$ cat src/dma_params.svh
`ifndef DMA_PARAMS_SVH
`define DMA_PARAMS_SVH

// Controller geometry
`define DMA_CHANNELS 4
`define DMA_ADDR_W   16
`define DMA_COUNT_W  16

// AXI4-Lite slave
`define AXI_ADDR_W 8
`define AXI_DATA_W 32
`define AXI_RESP_OKAY   2'b00
`define AXI_RESP_SLVERR 2'b10

// Channel n block starts at n * stride
`define DMA_CHAN_STRIDE    8'h10
`define DMA_REG_BASE_ADDR  8'h00
`define DMA_REG_BASE_COUNT 8'h04
`define DMA_REG_MODE       8'h08
`define DMA_REG_CURRENT    8'h0C  // Count high, address low

// Global registers
`define DMA_REG_COMMAND 8'h40
`define DMA_REG_MASK    8'h44
`define DMA_REG_STATUS  8'h48

// Field positions
`define DMA_CMD_ENABLE 0
`define DMA_CMD_ROTATE 1
`define DMA_MODE_DEC   2   // Bits 1:0 hold the transfer type
`define DMA_MODE_AUTO  3

`endif

$ cat src/dmaPkg.sv
`default_nettype none

`include "dma_params.svh"

package dmaPkg;

  ////////////////////////////////////////////////////////////
  // Datapath widths

  typedef logic [`DMA_ADDR_W-1:0] dmaAddrT;
  typedef logic [`DMA_COUNT_W-1:0] dmaCountT;  // N means N+1 transfers

  typedef logic [$clog2(`DMA_CHANNELS)-1:0] chanIdxT;
  typedef logic [`DMA_CHANNELS-1:0] chanVecT;

  typedef logic [`AXI_ADDR_W-1:0] axiAddrT;
  typedef logic [`AXI_DATA_W-1:0] axiDataT;

  ////////////////////////////////////////////////////////////
  // Transfer type

  typedef logic [1:0] xferTypeT;   // 11 acts as verify

  localparam xferTypeT xferVerify = 2'b00;
  localparam xferTypeT xferWrite  = 2'b01;  // IOR + MEMW
  localparam xferTypeT xferRead   = 2'b10;  // IOW + MEMR

  ////////////////////////////////////////////////////////////
  // Bus cycle states

  typedef enum logic [4:0]
  {
    SI = 5'b00001,  // Idle
    S0 = 5'b00010,  // Waiting for HLDA
    S1 = 5'b00100,
    S2 = 5'b01000,
    S4 = 5'b10000
  } busStateT;

endpackage

`default_nettype wire

$ cat src/dmaRegIf.sv
`timescale 1ns/1ns
`default_nettype none

interface dmaRegIf;

  dmaPkg::chanIdxT activeChannel;   // Latched winner
  dmaPkg::chanVecT reqEnable;       // Unmasked and enabled
  logic rotatingPriority;

  // Values of the active channel
  dmaPkg::dmaAddrT activeAddr;
  dmaPkg::xferTypeT activeXferType;
  logic activeCountZero;

  logic updateCurrent;   // One cycle in S4

  modport registers
  (
    input  activeChannel,
    input  updateCurrent,
    output reqEnable,
    output rotatingPriority,
    output activeAddr,
    output activeXferType,
    output activeCountZero
  );

  modport prio
  (
    input  reqEnable,
    input  rotatingPriority,
    output activeChannel
  );

  modport timing
  (
    input  activeAddr,
    input  activeXferType,
    input  activeCountZero,
    output updateCurrent
  );

endinterface

`default_nettype wire

$ cat src/dmaController.sv
`timescale 1ns/1ns
`default_nettype none

`include "dma_params.svh"

module dmaController
(
  input  wire                     TCcpuIf,
  input  wire                     rstN,
  // AXI4-Lite slave
  input  wire dmaPkg::axiAddrT    awaddr,
  input  wire                     awvalid,
  output logic                    awready,
  input  wire dmaPkg::axiDataT    wdata,
  input  wire [`AXI_DATA_W/8-1:0] wstrb,
  input  wire                     wvalid,
  output logic                    wready,
  output logic [1:0]              bresp,
  output logic                    bvalid,
  input  wire                     bready,
  input  wire dmaPkg::axiAddrT    araddr,
  input  wire                     arvalid,
  output logic                    arready,
  output dmaPkg::axiDataT         rdata,
  output logic [1:0]              rresp,
  output logic                    rvalid,
  input  wire                     rready,
  // Device and hold side
  input  wire dmaPkg::chanVecT    dreq,
  input  wire                     hlda,
  output logic                    hrq,
  output dmaPkg::chanVecT         dack,
  output logic                    aen,
  output logic                    adstb,
  output dmaPkg::dmaAddrT         addr,
  output logic                    iorN,
  output logic                    iowN,
  output logic                    memrN,
  output logic                    memwN,
  output logic                    eopN
);

  logic latchGrant;
  logic anyRequest;
  logic assertDack;

  dmaRegIf regIf ();

  dmaRegisters regs_i
  (
    .TCcpuIf, .rstN,
    .awaddr, .awvalid, .awready,
    .wdata, .wstrb, .wvalid, .wready,
    .bresp, .bvalid, .bready,
    .araddr, .arvalid, .arready,
    .rdata, .rresp, .rvalid, .rready,
    .regIf(regIf.registers)
  );

  priorityLogic prio_i
  (
    .TCcpuIf, .rstN, .dreq, .latchGrant, .assertDack,
    .anyRequest, .dack,
    .regIf(regIf.prio)
  );

  timingAndControl tc_i
  (
    .TCcpuIf, .rstN, .anyRequest, .hlda,
    .latchGrant, .assertDack,
    .hrq, .aen, .adstb, .addr,
    .iorN, .iowN, .memrN, .memwN, .eopN,
    .regIf(regIf.timing)
  );

endmodule

`default_nettype wire

$ cat src/dmaRegisters.sv
`timescale 1ns/1ns
`default_nettype none

`include "dma_params.svh"

module dmaRegisters
(
  input  wire                        TCcpuIf,
  input  wire                        rstN,
  input  wire dmaPkg::axiAddrT       awaddr,
  input  wire                        awvalid,
  output logic                       awready,
  input  wire dmaPkg::axiDataT       wdata,
  input  wire [`AXI_DATA_W/8-1:0]    wstrb,
  input  wire                        wvalid,
  output logic                       wready,
  output logic [1:0]                 bresp,
  output logic                       bvalid,
  input  wire                        bready,
  input  wire dmaPkg::axiAddrT       araddr,
  input  wire                        arvalid,
  output logic                       arready,
  output dmaPkg::axiDataT            rdata,
  output logic [1:0]                 rresp,
  output logic                       rvalid,
  input  wire                        rready,
  dmaRegIf.registers                 regIf
);

  dmaPkg::dmaAddrT baseAddr [`DMA_CHANNELS];
  dmaPkg::dmaAddrT curAddr [`DMA_CHANNELS];
  dmaPkg::dmaCountT baseCount [`DMA_CHANNELS];
  dmaPkg::dmaCountT curCount [`DMA_CHANNELS];
  dmaPkg::xferTypeT modeType [`DMA_CHANNELS];
  logic modeDec [`DMA_CHANNELS];
  logic modeAuto [`DMA_CHANNELS];

  logic [1:0] command;
  dmaPkg::chanVecT mask;
  dmaPkg::chanVecT status;
  dmaPkg::chanVecT tcSet;
  dmaPkg::chanIdxT actCh;

  logic wrAccept, rdAccept;
  logic wrInChan, rdInChan;
  dmaPkg::chanIdxT wrChan, rdChan;
  dmaPkg::axiAddrT wrOff, rdOff, wrWord, rdWord;
  logic wrSelBase, wrSelCount, wrSelMode, wrSelCmd, wrSelMask, wrOk;
  logic rdOk, rdStatus;
  dmaPkg::axiDataT wrOld, wrData, rdValue;

  function automatic dmaPkg::axiDataT applyStrb(dmaPkg::axiDataT oldVal,
                                                dmaPkg::axiDataT newVal,
                                                logic [`AXI_DATA_W/8-1:0] strb);
    dmaPkg::axiDataT result;
    result = oldVal;
    for (int b = 0; b < `AXI_DATA_W/8; b++)
    begin
      if (strb[b])
        result[8*b +: 8] = newVal[8*b +: 8];
    end
    return result;
  endfunction

  function automatic dmaPkg::axiDataT modeWord(dmaPkg::chanIdxT ch);
    dmaPkg::axiDataT word;
    word = '0;
    word[1:0] = modeType[ch];
    word[`DMA_MODE_DEC] = modeDec[ch];
    word[`DMA_MODE_AUTO] = modeAuto[ch];
    return word;
  endfunction

  ////////////////////////////////////////////////////////////
  // Handshakes and decode

  assign wrAccept = awvalid && wvalid && !bvalid;
  assign awready  = wrAccept;
  assign wready   = wrAccept;
  assign rdAccept = arvalid && !rvalid;
  assign arready  = rdAccept;

  assign wrInChan = awaddr < `DMA_CHANNELS * `DMA_CHAN_STRIDE;
  assign rdInChan = araddr < `DMA_CHANNELS * `DMA_CHAN_STRIDE;
  assign wrChan = awaddr[5:4];
  assign rdChan = araddr[5:4];
  assign wrOff  = {4'h0, awaddr[3:2], 2'b00};
  assign rdOff  = {4'h0, araddr[3:2], 2'b00};
  assign wrWord = {awaddr[7:2], 2'b00};
  assign rdWord = {araddr[7:2], 2'b00};

  always_comb
  begin
    {wrSelBase, wrSelCount, wrSelMode, wrSelCmd, wrSelMask} = '0;
    wrOld = '0;
    if (wrInChan)
    begin
      case (wrOff)
        `DMA_REG_BASE_ADDR:
        begin
          wrSelBase = 1'b1;
          wrOld = dmaPkg::axiDataT'(baseAddr[wrChan]);
        end
        `DMA_REG_BASE_COUNT:
        begin
          wrSelCount = 1'b1;
          wrOld = dmaPkg::axiDataT'(baseCount[wrChan]);
        end
        `DMA_REG_MODE:
        begin
          wrSelMode = 1'b1;
          wrOld = modeWord(wrChan);
        end
        default: ;  // Current is read only
      endcase
    end
    else if (wrWord == `DMA_REG_COMMAND)
    begin
      wrSelCmd = 1'b1;
      wrOld = dmaPkg::axiDataT'(command);
    end
    else if (wrWord == `DMA_REG_MASK)
    begin
      wrSelMask = 1'b1;
      wrOld = dmaPkg::axiDataT'(mask);
    end
  end

  assign wrOk = wrSelBase || wrSelCount || wrSelMode || wrSelCmd || wrSelMask;
  assign wrData = applyStrb(wrOld, wdata, wstrb);

  always_comb
  begin
    rdValue = '0;
    rdOk = 1'b1;
    if (rdInChan)
    begin
      case (rdOff)
        `DMA_REG_BASE_ADDR:  rdValue = dmaPkg::axiDataT'(baseAddr[rdChan]);
        `DMA_REG_BASE_COUNT: rdValue = dmaPkg::axiDataT'(baseCount[rdChan]);
        `DMA_REG_MODE:       rdValue = modeWord(rdChan);
        default:             rdValue = {curCount[rdChan], curAddr[rdChan]};
      endcase
    end
    else
    begin
      case (rdWord)
        `DMA_REG_COMMAND: rdValue = dmaPkg::axiDataT'(command);
        `DMA_REG_MASK:    rdValue = dmaPkg::axiDataT'(mask);
        `DMA_REG_STATUS:  rdValue = dmaPkg::axiDataT'(status);
        default:          rdOk = 1'b0;
      endcase
    end
  end

  assign rdStatus = !rdInChan && rdWord == `DMA_REG_STATUS;

  ////////////////////////////////////////////////////////////
  // Active channel view

  assign actCh = regIf.activeChannel;
  assign regIf.reqEnable = command[`DMA_CMD_ENABLE] ? ~mask : '0;
  assign regIf.rotatingPriority = command[`DMA_CMD_ROTATE];
  assign regIf.activeAddr = curAddr[actCh];
  assign regIf.activeXferType = modeType[actCh];
  assign regIf.activeCountZero = curCount[actCh] == '0;

  assign tcSet = (regIf.updateCurrent && regIf.activeCountZero) ?
                 dmaPkg::chanVecT'(1) << actCh : '0;

  always_ff @(posedge TCcpuIf or negedge rstN)
  begin
    if (!rstN)
    begin
      command <= '0;
      mask    <= '1;   // All channels masked
      status  <= '0;
      bvalid  <= 1'b0;
      bresp   <= `AXI_RESP_OKAY;
      rvalid  <= 1'b0;
      rresp   <= `AXI_RESP_OKAY;
      for (int c = 0; c < `DMA_CHANNELS; c++)
      begin
        modeType[c] <= dmaPkg::xferVerify;
        modeDec[c]  <= 1'b0;
        modeAuto[c] <= 1'b0;
      end
    end
    else
    begin
      if (rdAccept && rdStatus)
        status <= tcSet;   // Clear on read
      else
        status <= status | tcSet;
      if (tcSet != '0 && !modeAuto[actCh])
        mask <= mask | tcSet;
      if (wrAccept && wrSelMode)
      begin
        modeType[wrChan] <= wrData[1:0];
        modeDec[wrChan]  <= wrData[`DMA_MODE_DEC];
        modeAuto[wrChan] <= wrData[`DMA_MODE_AUTO];
      end
      if (wrAccept && wrSelCmd)
        command <= wrData[1:0];
      if (wrAccept && wrSelMask)
        mask <= wrData[`DMA_CHANNELS-1:0];   // CPU wins over TC
      if (wrAccept)
      begin
        bvalid <= 1'b1;
        bresp  <= wrOk ? `AXI_RESP_OKAY : `AXI_RESP_SLVERR;
      end
      else if (bready)
        bvalid <= 1'b0;
      if (rdAccept)
      begin
        rvalid <= 1'b1;
        rresp  <= rdOk ? `AXI_RESP_OKAY : `AXI_RESP_SLVERR;
      end
      else if (rready)
        rvalid <= 1'b0;
    end
  end

  always_ff @(posedge TCcpuIf)
  begin
    if (regIf.updateCurrent)
    begin
      if (regIf.activeCountZero && modeAuto[actCh])
      begin
        curAddr[actCh]  <= baseAddr[actCh];
        curCount[actCh] <= baseCount[actCh];
      end
      else
      begin
        curAddr[actCh]  <= modeDec[actCh] ? curAddr[actCh] - 1'b1 : curAddr[actCh] + 1'b1;
        curCount[actCh] <= curCount[actCh] - 1'b1;
      end
    end
    if (wrAccept && wrSelBase)
    begin
      baseAddr[wrChan] <= wrData[`DMA_ADDR_W-1:0];
      curAddr[wrChan]  <= wrData[`DMA_ADDR_W-1:0];
    end
    if (wrAccept && wrSelCount)
    begin
      baseCount[wrChan] <= wrData[`DMA_COUNT_W-1:0];
      curCount[wrChan]  <= wrData[`DMA_COUNT_W-1:0];
    end
    if (rdAccept)
      rdata <= rdValue;
  end

  bvalidHold: assert property (@(posedge TCcpuIf) disable iff (!rstN)
    bvalid && !bready |=> bvalid);

  // Timing must never run a cycle for a masked channel
  noMaskedUpdate: assert property (@(posedge TCcpuIf) disable iff (!rstN)
    regIf.updateCurrent |-> !mask[actCh]);

endmodule

`default_nettype wire

$ cat src/priorityLogic.sv
`timescale 1ns/1ns
`default_nettype none

`include "dma_params.svh"

module priorityLogic
(
  input  wire                  TCcpuIf,
  input  wire                  rstN,
  input  wire dmaPkg::chanVecT dreq,
  input  wire                  latchGrant,
  input  wire                  assertDack,
  output logic                 anyRequest,
  output dmaPkg::chanVecT      dack,
  dmaRegIf.prio                regIf
);

  dmaPkg::chanVecT pending;
  dmaPkg::chanIdxT winner;
  dmaPkg::chanIdxT cand;

  assign pending = dreq & regIf.reqEnable;
  assign anyRequest = |pending;

  ////////////////////////////////////////////////////////////
  // Winner select

  always_comb
  begin
    winner = regIf.activeChannel;
    cand = '0;
    if (regIf.rotatingPriority)
    begin
      // Walk backwards so the nearest channel after the last one wins
      for (int i = `DMA_CHANNELS; i >= 1; i--)
      begin
        cand = regIf.activeChannel + dmaPkg::chanIdxT'(i);
        if (pending[cand])
          winner = cand;
      end
    end
    else
    begin
      for (int i = `DMA_CHANNELS - 1; i >= 0; i--)
      begin
        if (pending[i])
          winner = dmaPkg::chanIdxT'(i);   // Lowest wins
      end
    end
  end

  // Also the last serviced channel for rotation
  always_ff @(posedge TCcpuIf or negedge rstN)
  begin
    if (!rstN)
      regIf.activeChannel <= dmaPkg::chanIdxT'(`DMA_CHANNELS - 1);
    else if (latchGrant)
      regIf.activeChannel <= winner;
  end

  assign dack = assertDack ? dmaPkg::chanVecT'(1) << regIf.activeChannel : '0;

  dackOneHot: assert property (@(posedge TCcpuIf) disable iff (!rstN)
    $onehot0(dack));

endmodule

`default_nettype wire

$ cat src/timingAndControl.sv
`timescale 1ns/1ns
`default_nettype none

module timingAndControl
(
  input  wire             TCcpuIf,
  input  wire             rstN,
  input  wire             anyRequest,
  input  wire             hlda,
  output logic            latchGrant,
  output logic            assertDack,
  output logic            hrq,
  output logic            aen,
  output logic            adstb,
  output dmaPkg::dmaAddrT addr,
  output logic            iorN,
  output logic            iowN,
  output logic            memrN,
  output logic            memwN,
  output logic            eopN,
  dmaRegIf.timing         regIf
);

  dmaPkg::busStateT state, nextState;
  logic busOwned;
  logic ioRdMemWr;
  logic ioWrMemRd;

  ////////////////////////////////////////////////////////////
  // Bus cycle FSM

  always_ff @(posedge TCcpuIf or negedge rstN)
  begin
    if (!rstN)
      state <= dmaPkg::SI;
    else
      state <= nextState;
  end

  always_comb
  begin
    nextState = state;
    latchGrant = 1'b0;
    case (state)
      dmaPkg::SI:
      begin
        if (anyRequest)
        begin
          latchGrant = 1'b1;
          nextState = dmaPkg::S0;
        end
      end
      dmaPkg::S0:
      begin
        if (hlda)   // Hold until the CPU releases the bus
          nextState = dmaPkg::S1;
      end
      dmaPkg::S1: nextState = dmaPkg::S2;
      dmaPkg::S2: nextState = dmaPkg::S4;
      dmaPkg::S4: nextState = dmaPkg::SI;
      default:    nextState = dmaPkg::SI;
    endcase
  end

  ////////////////////////////////////////////////////////////
  // Bus outputs

  assign busOwned = state inside {dmaPkg::S1, dmaPkg::S2, dmaPkg::S4};

  assign hrq = state != dmaPkg::SI;
  assign aen = busOwned;
  assign adstb = state == dmaPkg::S1;
  assign assertDack = state inside {dmaPkg::S1, dmaPkg::S2};
  assign addr = busOwned ? regIf.activeAddr : '0;

  // Strobe pairs only in S2
  assign ioRdMemWr = state == dmaPkg::S2 && regIf.activeXferType == dmaPkg::xferWrite;
  assign ioWrMemRd = state == dmaPkg::S2 && regIf.activeXferType == dmaPkg::xferRead;

  assign iorN  = !ioRdMemWr;
  assign memwN = !ioRdMemWr;
  assign iowN  = !ioWrMemRd;
  assign memrN = !ioWrMemRd;

  assign regIf.updateCurrent = state == dmaPkg::S4;
  assign eopN = !(state == dmaPkg::S4 && regIf.activeCountZero);   // Terminal count

  stateOneHot: assert property (@(posedge TCcpuIf) disable iff (!rstN)
    $onehot(state));

  memStrobeExcl: assert property (@(posedge TCcpuIf) disable iff (!rstN)
    !(!memrN && !memwN));

endmodule

`default_nettype wire
$ cat config.mk
export PLATFORM = sky130hd
export DESIGN_NAME = dmaController
export DESIGN_NICKNAME = d
export VERILOG_FILES = /design/src/dmaPkg.sv /design/src/dmaRegIf.sv /design/src/dmaController.sv /design/src/dmaRegisters.sv /design/src/priorityLogic.sv /design/src/timingAndControl.sv
export VERILOG_INCLUDE_DIRS = /design/src
export SDC_FILE = /design/constraint.sdc
export NUM_CORES = 1
export LEC_CHECK = 0
export ABC_AREA = 1
export CAP_MARGIN = 0
export CELL_PAD_IN_SITES_DETAIL_PLACEMENT = 1
export CELL_PAD_IN_SITES_GLOBAL_PLACEMENT = 2
export CORE_MARGIN = 2
export CORE_UTILIZATION = 25
export CTS_BUF_LIST = sky130_fd_sc_hd__clkbuf_8
export DETAILED_ROUTE_END_ITERATION = 10
export DONT_BUFFER_PORTS = 1
export PLACE_DENSITY_LB_ADDON = 0.25
export SETUP_SLACK_MARGIN = 0.3
export SLEW_MARGIN = 5
export SYNTH_ARGS = -nofsm -noshare
export SYNTH_HDL_FRONTEND = slang
export SYNTH_SLANG_ARGS = --single-unit
$ cat constraint.sdc
create_clock -name TCcpuIf -period 3.65 [get_ports TCcpuIf]
set_input_delay 0.5475 -clock TCcpuIf [delete_from_list [all_inputs] [get_ports TCcpuIf]]
set_output_delay 0.5475 -clock TCcpuIf [all_outputs]
set_load 0.05 [all_outputs]
Word level (Yosys, flattened, before mapping)
Memories as Yosys holds them, arrays and structs flattened.
Index checks and enable logic that the tools add are counted.

word-level totals
  output and inout port bits = 69
  register bits after elaboration = 71
  memories kept = 4
  bits in writable memories = 256

memory list
  memory            depth  bits a word  read ports  clocked after Yosys merged registers in  write ports  line                RTL
  regs_i.baseAddr   4      16           3           0                                        1            dmaRegisters.sv:30  dmaPkg::dmaAddrT baseAddr [`DMA_CHANNELS];
  regs_i.baseCount  4      16           3           0                                        1            dmaRegisters.sv:32  dmaPkg::dmaCountT baseCount [`DMA_CHANNELS];
  regs_i.curAddr    4      16           2           0                                        2            dmaRegisters.sv:31  dmaPkg::dmaAddrT curAddr [`DMA_CHANNELS];
  regs_i.curCount   4      16           2           0                                        2            dmaRegisters.sv:33  dmaPkg::dmaCountT curCount [`DMA_CHANNELS];

operators by class
  reductions and logical operators = 41
  equality and inequality tests = 20
  shifts and indexed selects = 1
  bitwise operators = 9
  mux-type cells = 101
  add/subtract/negate cells = 6
  order comparisons = 9

operator list
  operator               number
  $mux 16                6
  $pmux 32 s3            1
  $pmux 16 s3            1
  $mux 1                 45
  $mux 2                 17
  $mux 32                1
  $sub 16x1->16 const B  2
  $eq 6x5->1 const B     5
  $mux 4                 7
  $pmux 5 s4             1
  $bmux 1 s2             9
  $add 16x1->16 const B  1
  $logic_and 1x1->1      16
  $logic_not 16->1       1
  $logic_not 8->1        2
  $lt 8x7->1 const B     2
  $mux 8                 2
  $bmux 2 s2             3
  $pmux 4 s3             1
  $mux 5                 2
  $ge 3x3->1 const B     3
  $lt 2x3->1 const B     3
  $not 2->3              3
  $bwmux 4               2
  31 further kinds       51

Longest topological paths before layout
Gate-level depths: netlist of run 1.

  depth after elaboration = 9
  mapped depth = 22
  gate-level depth less buffers = 20

Hierarchy
From an unflattened synthesis of run 1, not the netlist that was laid out.

unflattened totals
  cell total of the unflattened synthesis = 2,510
  area, all modules = 19,755.2 µm²

modules (own cells, without submodules)
  module            area an instance (µm²)  cells an instance  times used
  dmaRegisters      18,865.6                2,349              1
  timingAndControl  467.9                   82                 1
  priorityLogic     421.7                   79                 1

Least setup slack after synthesis of run 1
No wires, ideal clock.

  kind = reg2out
  start point = reg tc_i.state[1]
  end point = out addr[10]
  cell stages (with the launch flop) = 7
  setup slack = -0.605 ns
  required time = 3.102 ns
  data arrival time = 3.708 ns
  cells stage by stage = dfrtp_1 -> nor4_1 -> nor2_1 -> nand2_1 -> clkbuf_1 -> nand2_1 -> inv_1

between the ends
  cells in the longest elaborated chain, start to end = 3
  elaborated cells on any way between the ends = 5

ends and longest elaborated chain
  what                    line                    RTL
  start, declared         timingAndControl.sv:24  dmaPkg::busStateT state, nextState;
  start signal, assigned  timingAndControl.sv:35  state <= dmaPkg::SI;
  start signal, assigned  timingAndControl.sv:37  state <= nextState;
  $eq 5x3->1              n/a
  named net adstb         dmaController.sv:34     output logic adstb,
  $reduce_bool 3->1       timingAndControl.sv:68  assign busOwned = state inside {dmaPkg::S1, dmaPkg::S2, dmaPkg::S4};
  named net aen           dmaController.sv:33     output logic aen,
  $mux 16                 timingAndControl.sv:74  assign addr = busOwned ? regIf.activeAddr : '0;
  end, declared           dmaController.sv:35     output dmaPkg::dmaAddrT addr,

The timed path passes the listed nets, and every way through them passes these cells.

Final worst setup path of run 1
  start point = reg prio_i.regIf.activeChannel[0]
  end point = out eopN

between the ends
  cells in the longest elaborated chain, start to end = 4

ends and longest elaborated chain
  what                    line                    RTL
  start, declared         dmaRegIf.sv:32          output activeChannel
  start signal, assigned  priorityLogic.sv:56     regIf.activeChannel <= dmaPkg::chanIdxT'(`DMA_CHANNELS - 1);
  start signal, assigned  priorityLogic.sv:58     regIf.activeChannel <= winner;
  $mem_v2 4x16            n/a
  $logic_not 16->1        dmaRegisters.sv:166     assign regIf.activeCountZero = curCount[actCh] == '0;
  $logic_and 1x1->1       timingAndControl.sv:86  assign eopN = !(state == dmaPkg::S4 && regIf.activeCountZero);
  $logic_not 1->1         timingAndControl.sv:86
  end, declared           dmaController.sv:40     output logic eopN

Every way passes these cells.

==> impl_summary.md, run 1 <==
Outcome
The run finished with clean final reports.

STA
At the pin with the least slew margin, the transition time is 0.936 ns. Timing would allow up to 302 MHz. The minimum clock period is 3.32 ns.

In the final timing run, aggregate negative setup slack is 0 ns. The setup violation total in the final timing report is 0. The post-route clock period utilization is 90.9%. The final number of max-transition violations is 0. Across the routed clock network, the largest skew measured is 0.0390 ns.

Setup repair after global routing could not meet its margin everywhere. The worst relative slew slack is 37.5%. The final hold violation count came to 0.

Power and ir drop
The internal portion of the total power is 9650 uW. Summed over all cells, the static leakage comes to 0.0100 uW. IR analysis of the VDD net gives a maximum drop of 0.290 mV.

The portion of total power attributed to the clock network is 22.2%. The power density relative to cell area is 702 nW/um^2. The logic gate share of total power is 50.0%.

The analysis attributes to net switching a power of 7250 uW. The part of the total power dissipated in sequential elements is 27.8%. The switching share of power is 42.9%.

GRT
Global routing finished with a remaining overflow of 0. Entering global routing, the biggest net connects 137 pins. The number of antenna violations at the first check in global routing was 5. The first global-routing pass estimated 129000 um of wire. The via count of the first global-routing pass is 19523. The total routing usage reported by global routing is 21.4%.

Synthesis
Sorting the synthesized cells by area gives the leading types as sky130_fd_sc_hd__edfxtp_1, sky130_fd_sc_hd__nand2_1, sky130_fd_sc_hd__o21ai_0. Synthesis handed over a netlist of 2533 instances. The synthesized netlist occupies a cell area of 19800 um^2. The register bit count reported by yosys is 325. The top cell type by area accounts for 43.8% of the synthesized area. For this run, the register share of the synthesized area comes to 48.5%.

The most frequently used flop master after synthesis is sky130_fd_sc_hd__edfxtp_1. The synthesized design spends more area on one cell type than any other, namely sky130_fd_sc_hd__edfxtp_1. The count of different cell masters after synthesis is 49. The number of synthesized flops with an enable pin is 288. A synthesized cell averages 7.80 um^2. In the synthesized netlist the async set-or-reset flop fraction comes to 11.4%. In the synthesized netlist, the cells that appear most often are sky130_fd_sc_hd__nand2_1, sky130_fd_sc_hd__o21ai_0, sky130_fd_sc_hd__edfxtp_1. The most common cell in the synthesized netlist is sky130_fd_sc_hd__nand2_1. The synthesis warning total is 0.

Setup path
Among cell families on the critical path, the largest total delay comes from simple AND/OR/NAND/NOR gates. Walking the worst path, the cells encountered are inv_12, buf_12, buf_16, nand2_1, nand3_2, nand2_2, nand2_1, nor2_4, nand2_2, nor2_4, buf_6, nand2_4, buf_8. The startpoint identified for the worst register-to-register timing path is prio_i.regIf.activeChannel[0].

The number of cell instances on the worst register-to-register path is 18. The register-to-register setup slack is 0.42 ns. The slowest stage cell on the critical path is sky130_fd_sc_hd__dfstp_4. The largest single stage delay on the critical path is 0.69 ns. The kind of start point of the critical path is a register. Of all nets on the critical path, the largest fanout is 15. The reg-to-reg endpoint is regs_i.curAddr[0][10]. The worst setup path is captured at a primary output. At the worst endpoint, the required time is 3.10 ns.

By startpoint and endpoint, the worst setup path is classified as register to primary output. The combined buffer and inverter count along the critical path is 5. The worst endpoint data arrival time is 2.77 ns.

Finish
The synthesis-to-layout area growth is 21.9%. Once layout is complete, the cells apart from fillers number 3726. Of the cells placed in the final design, the portion with a size suffix greater than 1 is 14.7%.

The layout filler cell count is 9389. The final design utilization is 30.6%. In the final layout, the multi-input gates occupy 9130 um^2. The net count of the finished layout is 2707. The flip-flop and latch area is 9590 um^2.

Die
In this run the core area contains 103 standard-cell rows. The die is 285 um wide. The die covers 81300 um^2. The number of ports placed on the die boundary is 133. In this run the vertical extent of the chip is 285 um. Once the floorplan was initialized, standard cells occupied 25.1% of the core. The core region is 78600 um^2.

CTS
The buffer cell driving the clock tree root is sky130_fd_sc_hd__clkbuf_8. The clock reaches the later pin of the worst-skew pair after 0.66 ns. The clock passes through at most 3 buffers. The number of levels the H-tree was split into is 3.

After clock tree synthesis, the clock-pin slew on the worst setup and hold paths is 0.06 ns. TritonCTS created 68 clock buffers. Clock tree synthesis found a total of 325 sinks. The clock tree from TritonCTS is built.

Hold path
Along the worst hold path, the cell count comes to 2. The class of the tightest hold or removal check is input pin to register. The end point of the worst hold path is tc_i.state[1]. The startpoint of the most critical hold path is hlda.

Place
After legalization and detailed placement, the total HPWL measured 57100 um. The congestion estimate from routability-driven global placement came to 0.859. Port buffering added 0 buffers. The placed cell count is 3548.

Route
The count of nets left with antenna violations once routing finished came out at 0. The first detailed-routing pass took 5 iterations. For this block, the via count after detailed routing is 18920. After detailed routing, the total wire length is 89700 um. Using the TritonRoute via totals, the vias-per-cell ratio works out to 5.08.

After detailed routing, the number of remaining DRC violations is 0. Dividing the detail-routed wire length by the instance count gives 24.1 um. For this block, the initial DRC count from the detailed router was 1202.

Job
Max-cap violations in this run came to 0.
[through the flow]
stage	setup slack, ns	total power [uW]	hold slack [ns]	cell area (um^2)
global route	0.191	18000	0.0687	24100
finish	0.334	16900	0.0932	24100
global placement	0.0606	11200	0.253	21500
CTS	0.213	16300	0.0359	23600
detailed placement	0.0814	11300	0.253	21500
floorplan	0.447	9120	0.252	19800
[layer usage]
layer | part of all wire (%) | GRT usage (%)
met4 | 3.3 | 8.31
met5 | 0.061 | 0
met3 | 5.0 | 3.49
met1 | 44 | 27.5
met2 | 48 | 35.9
[kinds of logic (layout without fill, tap and decap cells)]
logic type,Yosys count,after routing,synth area share (%)
and+or+nand+nor,1093,1093,22.5
AOI/OAI and AO/OA,683,683,18.7
buffers and inverters,388,527,7.96
DFF,325,325,48.5
xor gates and xnor gates,21,21,0.931
adders and majority gates,20,20,1.31
muxes,2,2,0.101
other,1,5,0.0190
[worst register-to-register path: stages (launching register included)]
cell	delay (ns)
sky130_fd_sc_hd__dfstp_4	0.69
sky130_fd_sc_hd__inv_12	0.07
sky130_fd_sc_hd__buf_6	0.16
sky130_fd_sc_hd__nand2_1	0.08
sky130_fd_sc_hd__nand3_2	0.08
sky130_fd_sc_hd__nand2_4	0.13
sky130_fd_sc_hd__clkinvlp_4	0.19
sky130_fd_sc_hd__ha_1	0.41
sky130_fd_sc_hd__a21oi_2	0.20
sky130_fd_sc_hd__nand2_4	0.10
sky130_fd_sc_hd__nand2_2	0.07
sky130_fd_sc_hd__nand2_2	0.09
sky130_fd_sc_hd__nand4_1	0.11
sky130_fd_sc_hd__nand2_1	0.08
sky130_fd_sc_hd__xor2_1	0.15
sky130_fd_sc_hd__nand2_1	0.11
sky130_fd_sc_hd__nand2_2	0.10
sky130_fd_sc_hd__nand2_1	0.07
sky130_fd_sc_hd__nand2_1	0.05
[how the worst max path moves through the flow]
stage	cells past startpoint	slack, ns	start	end
floorplan	18	0.45	prio_i.regIf.activeChannel[0]	regs_i.curAddr[0][13]
detailed placement	13	0.08	prio_i.regIf.activeChannel[0]	regs_i.curAddr[3][8]
global placement	13	0.06	prio_i.regIf.activeChannel[0]	regs_i.curAddr[1][8]
global route	13	0.19	prio_i.regIf.activeChannel[0]	eopN
finish	13	0.33	prio_i.regIf.activeChannel[0]	eopN
CTS	13	0.21	prio_i.regIf.activeChannel[0]	eopN
[cells in the final DEF (no fill, tap or decap), types with 58 or more instances in the layout]
master	synthesis	layout
sky130_fd_sc_hd__nand2_1	695	662
sky130_fd_sc_hd__inv_1	226	244
sky130_fd_sc_hd__edfxtp_1	288	288
sky130_fd_sc_hd__buf_4	9	125
sky130_fd_sc_hd__o22ai_1	69	58
sky130_fd_sc_hd__nor2_1	195	184
sky130_fd_sc_hd__nand3_1	151	144
sky130_fd_sc_hd__o21ai_0	359	351
sky130_fd_sc_hd__clkbuf_8	0	70
sky130_fd_sc_hd__a21oi_1	170	159
[area by class of cell]
type | instances | share of cell area (%)
Clock buffer | 70 | 4.00
Antenna cell | 3 | 0.0312
Timing Repair inverter | 1 | 0.0312
Sequential cell | 325 | 39.8
Inverter | 235 | 3.77
Multi-Input combinational cell | 1821 | 37.9
Tap cell | 1050 | 5.46
Timing Repair Buffer | 171 | 7.78
Clock inverter | 50 | 1.23
[power groups by stage]
stage          sequential [uW]  clock, uW  combinational (uW)
6_report                  4700       3760                8450
5_1_grt                   4710       4020                9270
4_1_cts                   4690       3860                7740
3_5_place_dp              4750          0                6600
3_3_place_gp              4750          0                6470
2_1_floorplan             4720          0                4410
[flip-flops by register name, summed over array words and instances, names as in the netlist, 5 cells and up]
register	flops
regs_i.modeType	8
regs_i.baseCount	64
regs_i.curCount	64
regs_i.baseAddr	64
regs_i.rdata	32
tc_i.state	5
regs_i.curAddr	64
[timing repair]
item | CTS | global route
cloned | 8 | 3
buffers inserted | 24 | 16
hold buffers | 4 | 0
endpoints found under the hold margin | 39 | 0
gates resized for setup | 83 | 69
endpoints found under the setup margin | 64 | 51
pin swaps | 17 | 40
Power figures use the tool's default switching activity.
==> inputs of run 2 (changes only) <==
--- a/config.mk
+++ b/config.mk
@@ -12,7 +12,7 @@
 export CELL_PAD_IN_SITES_GLOBAL_PLACEMENT = 2
 export CORE_MARGIN = 2
 export CORE_UTILIZATION = 25
-export CTS_BUF_LIST = sky130_fd_sc_hd__clkbuf_8
+export CTS_BUF_LIST = sky130_fd_sc_hd__clkbuf_4 sky130_fd_sc_hd__clkbuf_8
 export DETAILED_ROUTE_END_ITERATION = 10
 export DONT_BUFFER_PORTS = 1
 export PLACE_DENSITY_LB_ADDON = 0.25
==> run 2 against run 1 <==
Cell count increased by 0.16%; design area increased by 0.84%; clock power increased by 6.4%; power increased by 2.3%; largest cell class unchanged.
==> impl_summary.md, run 2 (same netlist as run 1, synthesis figures left out) <==
Route
The number of antenna-violating nets in the routed design is 0 (unchanged). The routed wire length is 89700 um (about the same). The first-pass detailed-route iteration total is 5 (unchanged). The post-route DRC violation count came to 0 (unchanged). The number of violations reported at the end of detailed-routing iteration 0 is 1172 (-2.5%). The average via count per standard cell is 5.08 (about the same).

The average wire per cell in the routed design is 24.0 um (-0.11%). The via count came to 18940 (+0.11%).

GRT
The via count of the first global-routing pass is 19493 (-0.15%). The number of antenna violations at the first check in global routing came to 4 (-1). The total routing usage reported by global routing came to 21.4% (about the same). The leftover overflow at the end of global routing is 0 (unchanged). The wire length of the first global-routing pass came to 129000 um (about the same). The largest net degree at the start of global routing came to 137 (unchanged).

Finish
The net count reported at finish was 2713 (+0.22%). The layout filler cell count was 9372 (-0.18%). Compared with the post-synthesis result, the final layout area differs by 23.0%. The count of placed standard cells in the final layout, fillers left out is 3732 (+0.16%). Leaving out fill and tap cells, the most frequent cell in the layout is sky130_fd_sc_hd__nand2_1.

The top cell types in the final layout, fill and taps aside, are sky130_fd_sc_hd__nand2_1, sky130_fd_sc_hd__o21ai_0, sky130_fd_sc_hd__edfxtp_1. The fraction of final layout cells sized beyond drive strength 1 is 15.9% (+1.2 points).

Power and ir drop
The power spent charging and discharging nets is 7300 uW (+0.58%). The portion of total power attributed to the clock network is 23.1% (+0.9 points). The maximum resistive drop on vdd is 0.289 mV (-0.41%).

The part of the total power dissipated in sequential elements is 27.2% (-0.6 points). The internal power component is 10000 uW (+3.7%). The static leakage was 0.0100 uW (+0.25%).

The total power draw is 17300 uW (+2.3%). The power density relative to cell area was 712 nW/um^2 (+1.5%). The switching share of power is 42.2% (-0.74 points). The logic gate share of total power was 49.7% (-0.3 points).

STA
The worst setup slack after layout is 0.316 ns (-0.0178 ns). The post-route clock period utilization is 91.3% (+0.49 points). The final number of max-transition violations is 0 (unchanged). Setup repair after global routing could not meet its margin everywhere.

The worst relative slew slack was 38.3% (+0.85 points). The setup violation total in the final timing report is 0 (unchanged). The total negative slack for setup checks is 0 ns (unchanged). The final hold violation count is 0 (unchanged). The tightest hold margin is 0.0957 ns (+0.00247 ns). The setup clock skew after layout is 0.0286 ns (-0.0104 ns). The highest clock rate is 300 MHz (-0.53%). The pin slew with the least headroom to its limit is 0.924 ns (-0.0127 ns). The minimum clock period was 3.33 ns (+0.0178 ns).

Setup path
By startpoint and endpoint, the worst setup path is classified as register to primary output. The data required time of the critical path came to 3.10 ns (about the same). STA classifies the critical path startpoint as a register. The worst-path maximum fanout is 8 (-7). The endpoint type of the worst setup path is a primary output.

The number of cell instances on the worst register-to-register path was 18 (unchanged). The worst endpoint data arrival time is 2.79 ns (+0.02 ns).

CTS
Clock tree synthesis selected as its root buffer the cell sky130_fd_sc_hd__clkbuf_8. The clock tree from TritonCTS is built. The number of levels the H-tree was split into is 3 (unchanged). The insertion delay of the later-clocked pin in the worst-skew pair came to 0.66 ns (about the same). The number of clock buffers inserted by TritonCTS is 68 (unchanged). The buffer depth of the longest clock path is 3 (unchanged). The clock-pin slew reported for the worst setup and hold paths after clock tree synthesis came to 0.06 ns (about the same). The number of clock sinks is 325 (unchanged).

Place
The placed cell count is 3548 (unchanged). The worst setup timing slack at the placement stage came to 0.0814 ns (unchanged). The half-perimeter wire length of the detailed placement result is 57100 um (unchanged). The weighted congestion at the end of routability-driven global placement is 0.859 (unchanged). The count of input and output buffers is 0 (unchanged).

Die
The number of ports placed on the die boundary came to 133 (unchanged). The initial core utilization is 25.1% (unchanged). The overall die area is 81300 um^2 (unchanged). The die extent in x is 285 um (unchanged).

The vertical extent of the die is 285 um (unchanged). The area of the core region is 78600 um^2 (unchanged). The number of standard-cell rows in the floorplan is 103 (unchanged).

Hold path
The path class of the tightest hold or removal check is input pin to register. The worst hold path depth is 2 (unchanged).

Job
The number of violations of the max-capacitance limit came to 0 (unchanged).

Outcome
The flow ran to the end, and the final reports show no timing, DRC or antenna violations.
## run 2: worst paths after layout
| check | slack (ns) | endpoint | startpoint |
|---|---|---|---|
| min | 0.1 | tc_i.state[1] | hlda |
| max in group asynchronous | 3.00 | regs_i.mask[1] | rstN |
| min in group asynchronous | 0.34 | tc_i.state[2] | rstN |
| min reg2reg | 0.48 | regs_i.mask[1] | regs_i.mask[1] |
| max | 0.32 | eopN | prio_i.regIf.activeChannel[0] |
| max reg2reg | 0.37 | regs_i.curAddr[1][13] | prio_i.regIf.activeChannel[0] |
## run 2: worst max-delay path, stage by stage, from the launching register on
cell	delay, ns
sky130_fd_sc_hd__dfstp_4	0.52
sky130_fd_sc_hd__buf_12	0.15
sky130_fd_sc_hd__buf_16	0.15
sky130_fd_sc_hd__clkbuf_16	0.19
sky130_fd_sc_hd__nand2_1	0.07
sky130_fd_sc_hd__nand3_1	0.10
sky130_fd_sc_hd__nand2_2	0.14
sky130_fd_sc_hd__nand2_2	0.08
sky130_fd_sc_hd__nor2_4	0.12
sky130_fd_sc_hd__nand2_2	0.08
sky130_fd_sc_hd__nor2_4	0.15
sky130_fd_sc_hd__buf_6	0.13
sky130_fd_sc_hd__nand2_4	0.04
sky130_fd_sc_hd__buf_8	0.16
## run 2: power groups by stage
stage          combinational, uW  sequential (uW)  clock, uW
2_1_floorplan               4410             4720          0
3_3_place_gp                6470             4750          0
3_5_place_dp                6600             4750          0
4_1_cts                     7680             4700       4110
5_1_grt                     9420             4710       4280
6_report                    8600             4700       4000
## run 2: metal layers
metal | part of all wire (%) | global-route usage (%) | vias up
met5 | 0.041 | 0 | -
met4 | 2.9 | 8.31 | 6
met3 | 4.8 | 3.68 | 139
met2 | 48 | 35.8 | 456
met1 | 44 | 27.4 | 9550
li1 | - | - | 8789
## run 2: what timing repair did
item / CTS / global route
endpoints found under the hold margin: 39 / 0
pin swaps: 17 / 34
resized for setup: 80 / 77
hold buffers: 4 / 0
cloned: 8 / 4
setup endpoints to repair: 65 / 51
setup buffers: 21 / 24
## run 2: cell type report
type | instances | area [um^2] | share of cell area (%)
clock inverters | 26 | 206 | 0.850
well taps | 1050 | 1310 | 5.41
inverters | 235 | 908 | 3.74
flip-flops and latches | 325 | 9590 | 39.5
repair inverters | 1 | 7.51 | 0.0309
clock buffers | 94 | 1140 | 4.71
diodes | 3 | 7.51 | 0.0309
multi-input cells | 1821 | 9130 | 37.6
repair buffers | 177 | 1980 | 8.16
## run 2: metrics by stage
| step | cell area, um^2 | utilization (%) |
|---|---|---|
| 3_3_place_gp | 21500 | 27.4 |
| 6_report | 24300 | 30.9 |
| 2_1_floorplan | 19800 | - |
| 4_1_cts | 23600 | 30.0 |
| 3_5_place_dp | 21500 | 27.4 |
| 5_1_grt | 24300 | 30.9 |
==> inputs of run 3 (changes only) <==
==> constraint.sdc (replaced) <==
create_clock -name TCcpuIf -period 3.2 [get_ports TCcpuIf]
set_input_delay 0.48 -clock TCcpuIf [delete_from_list [all_inputs] [get_ports TCcpuIf]]
set_output_delay 0.48 -clock TCcpuIf [all_outputs]
set_load 0.05 [all_outputs]
==> run 3 against run 2 <==
The flow now finishes with violations (setup timing); setup slack lost 0.35 ns; register-to-register slack got worse by 0.30 ns; utilization up 1.7 points; largest cell class is now multi-input combinational cells; hold slack lost 0.055 ns; design area increased by 5.6%; highest routed layer is now met4.
==> impl_summary.md, run 3 (same netlist as run 1, synthesis figures left out) <==
Setup path
The biggest cell delay along the critical path was 0.67 ns (+0.15 ns). The worst endpoint data arrival time came to 2.75 ns (-0.04 ns). The signal on the critical path passes through inv_8, buf_12, buf_16, nand2_1, nand3_2, nand2_2, nand2_2, nor2_4, nand2_2, nor2_4, buf_6, nand2_4, buf_8. The setup path with the least slack is of type register to primary output. The worst-path maximum fanout is 7 (-1). The kind of start point of the critical path is a register. The data required time of the critical path is 2.72 ns (-0.38 ns). The reg-to-reg endpoint is regs_i.curAddr[2][10]. The launch point of the worst reg-to-reg path is prio_i.regIf.activeChannel[0]. The endpoint type of the worst setup path is a primary output. In this design, the critical path's most frequently occurring cell is sky130_fd_sc_hd__nand2_2.

The slowest stage of the critical path is the sky130_fd_sc_hd__dfstp_4 cell. The combined buffer and inverter count along the critical path came to 5 (unchanged). The register-to-register setup slack was 0.07 ns (-0.30 ns). The number of cell instances on the worst register-to-register path was 19 (+1). The gate family responsible for the most delay along the worst path is simple AND/OR/NAND/NOR gates.

Finish
Relative to the synthesized area, the layout overhead comes to 29.9%. The count of placed standard cells in the final layout, fillers left out is 3793 (+1.6%). In the layout the commonest cells are sky130_fd_sc_hd__nand2_1, sky130_fd_sc_hd__o21ai_0, sky130_fd_sc_hd__edfxtp_1. The net count reported at finish is 2771 (+2.1%). The fraction of final layout cells sized beyond drive strength 1 came to 22.4% (+6.6 points). The layout filler cell count is 9192 (-1.9%). Leaving out fill and tap cells, the most frequent cell in the layout is sky130_fd_sc_hd__nand2_1.

The final design area excluding fillers is 25700 um^2 (+5.6%).

Place
The count of input and output buffers was 0 (unchanged). The placed cell count was 3588 (+1.1%). The instance area after placement came to 22000 um^2 (+2.1%). The half-perimeter wire length of the detailed placement result is 62000 um (+8.5%). The weighted congestion at the end of routability-driven global placement is 0.864 (+0.59%). The worst setup timing slack at the placement stage is -0.134 ns (-0.215 ns).

Power and ir drop
The maximum resistive drop on vdd is 0.385 mV (+33%). The static leakage is 0.0106 uW (+5.6%). The power density relative to cell area came to 839 nW/um^2 (+18%).

The total power draw is 21500 uW (+24%).

Outcome
The checks that failed: setup timing. The flow ran to the end, but the final reports show violations.

CTS
The number of clock buffers inserted by TritonCTS is 69 (+1.5%). The number of levels the H-tree was split into came to 3 (unchanged). The buffer depth of the longest clock path is 3 (unchanged).

TritonCTS built the clock tree. The buffer cell driving the clock tree root is sky130_fd_sc_hd__clkbuf_8. The number of clock sinks is 325 (unchanged). The clock-pin slew reported for the worst setup and hold paths after clock tree synthesis is 0.05 ns (about the same). The insertion delay of the later-clocked pin in the worst-skew pair came to 0.70 ns (+0.04 ns).

STA
The setup clock skew after layout is 0.0522 ns (+0.0235 ns). The post-route clock period utilization is 101%. The setup violation total in the final timing report is 1 (+1). Setup repair after global routing could not meet its margin everywhere. The final number of max-transition violations came to 0 (unchanged). The final hold violation count was 0 (unchanged).

The highest clock rate is 310 MHz. The worst relative slew slack was 41.7% (+3.4 points). The worst setup slack after layout is -0.0304 ns (-0.346 ns). Counting I/O delays and the setup requirement, the final critical path takes 3.23 ns. The total negative slack for setup checks was -0.0304 ns (-0.0304 ns). The pin slew with the least headroom to its limit came to 0.875 ns (-0.0490 ns).

Route
The via count was 19464 (+2.8%). The average via count per standard cell is 5.13 (+1.1%). The number of antenna-violating nets in the routed design was 0 (unchanged). The number of violations reported at the end of detailed-routing iteration 0 is 1279 (+9.1%). The first-pass detailed-route iteration total is 5 (unchanged). The routed wire length is 96100 um (+7.2%). The average wire per cell in the routed design is 25.3 um (+5.5%). The post-route DRC violation count is 0 (unchanged).

Die
The vertical extent of the die is 285 um (unchanged). The die extent in x is 285 um (unchanged). The overall die area was 81300 um^2 (unchanged). The area of the core region is 78600 um^2 (unchanged). The number of ports placed on the die boundary is 133 (unchanged). The initial core utilization is 25.1% (unchanged).

The number of standard-cell rows in the floorplan was 103 (unchanged).

GRT
The number of antenna violations at the first check in global routing is 4 (unchanged). The wire length of the first global-routing pass was 138000 um (+6.8%). The leftover overflow at the end of global routing is 0 (unchanged). The total routing usage reported by global routing is 23.0% (+1.7 points). The via count of the first global-routing pass was 20163 (+3.4%).

The largest net degree at the start of global routing was 137 (unchanged).

Hold path
The worst hold path depth is 2 (unchanged). The worst hold path begins at hlda. The class of the tightest hold or removal check is input pin to register.

The end point of the worst hold path is tc_i.state[1].

Job
The number of violations of the max-capacitance limit was 0 (unchanged).
## run 3: changes by cell type in the layout (fill, tap and decap cells not counted), moves of 19 or more
cell / previous run / this run
sky130_fd_sc_hd__nand2_1: 659 / 601
sky130_fd_sc_hd__nand3_1: 142 / 120
sky130_fd_sc_hd__buf_6: 6 / 35
sky130_fd_sc_hd__nand2_2: 42 / 87
sky130_fd_sc_hd__nand3_2: 14 / 33
## run 3: worst max-delay path by stage
stage / depth (start not counted) / to / slack (ns) / from
after CTS: 12 / eopN / -0.05 / prio_i.regIf.activeChannel[0]
after global routing: 13 / eopN / -0.16 / prio_i.regIf.activeChannel[0]
after floorplan: 15 / regs_i.curAddr[0][8] / 0.19 / prio_i.regIf.activeChannel[0]
after global placement: 14 / regs_i.curAddr[3][13] / -0.10 / prio_i.regIf.activeChannel[0]
final: 13 / eopN / -0.03 / prio_i.regIf.activeChannel[0]
after detailed placement: 14 / regs_i.curAddr[0][13] / -0.13 / prio_i.regIf.activeChannel[0]
## run 3: timing repair
| item | in CTS | in global routing |
|---|---|---|
| hold buffers | 4 | 0 |
| resized for setup | 166 | 177 |
| gates cloned | 9 | 7 |
| endpoints found under the setup margin | 153 | 154 |
| pin swaps | 41 | 56 |
| setup buffers | 32 | 26 |
| endpoints found under the hold margin | 39 | 0 |
## run 3: worst register-to-register path: stages, from the launching register on
cell and delay [ns]:
sky130_fd_sc_hd__dfstp_4 0.67, sky130_fd_sc_hd__inv_8 0.06, sky130_fd_sc_hd__buf_4 0.15, sky130_fd_sc_hd__nand2_2 0.06, sky130_fd_sc_hd__nand3_2 0.09, sky130_fd_sc_hd__nand2_4 0.12
sky130_fd_sc_hd__clkinvlp_4 0.17, sky130_fd_sc_hd__buf_12 0.20, sky130_fd_sc_hd__fa_2 0.40, sky130_fd_sc_hd__nand3_2 0.11, sky130_fd_sc_hd__nand2_4 0.09, sky130_fd_sc_hd__nand2_4 0.08
sky130_fd_sc_hd__nand2_4 0.06, sky130_fd_sc_hd__nand4_1 0.09, sky130_fd_sc_hd__nand2_1 0.08, sky130_fd_sc_hd__xor2_1 0.15, sky130_fd_sc_hd__nand2_1 0.09, sky130_fd_sc_hd__nand2_2 0.10
sky130_fd_sc_hd__nand2_1 0.08, sky130_fd_sc_hd__nand2_1 0.05
## run 3: through the flow
stage | util (%) | hold slack (ns)
CTS | 31.3 | 0.00488
detailed placement | 27.9 | 0.186
global placement | 27.9 | 0.185
finish | 32.6 | 0.0407
floorplan | - | 0.184
global route | 32.6 | 0.0434
## run 3: routing by layer
layer | routed length, um | share of wire [%] | global-route usage [%] | vias to the layer above
li1 | - | - | - | 8923
met1 | 41700 | 43 | 29.6 | 9798
met2 | 46300 | 48 | 39.5 | 578
met3 | 4770 | 5.0 | 2.89 | 165
met4 | 3360 | 3.5 | 8.64 | 0
met5 | 0 | 0 | 0 | -
## run 3: power by group
group          total (uW)  internal, uW  switching (uW)
logic               11300          4440            6840
registers            5350          5100             248
clock network        4880          2720            2160
## run 3: area by class of cell
class	count	area (um^2)	share of cell area, %
diodes	2	5.00	0.0195
repair buffers	235	2650	10.3
flip-flops and latches	325	9590	37.4
inverters	235	908	3.54
clock buffers	100	1220	4.75
clock inverters	25	234	0.912
well taps	1050	1310	5.12
multi-input cells	1821	9740	38.0
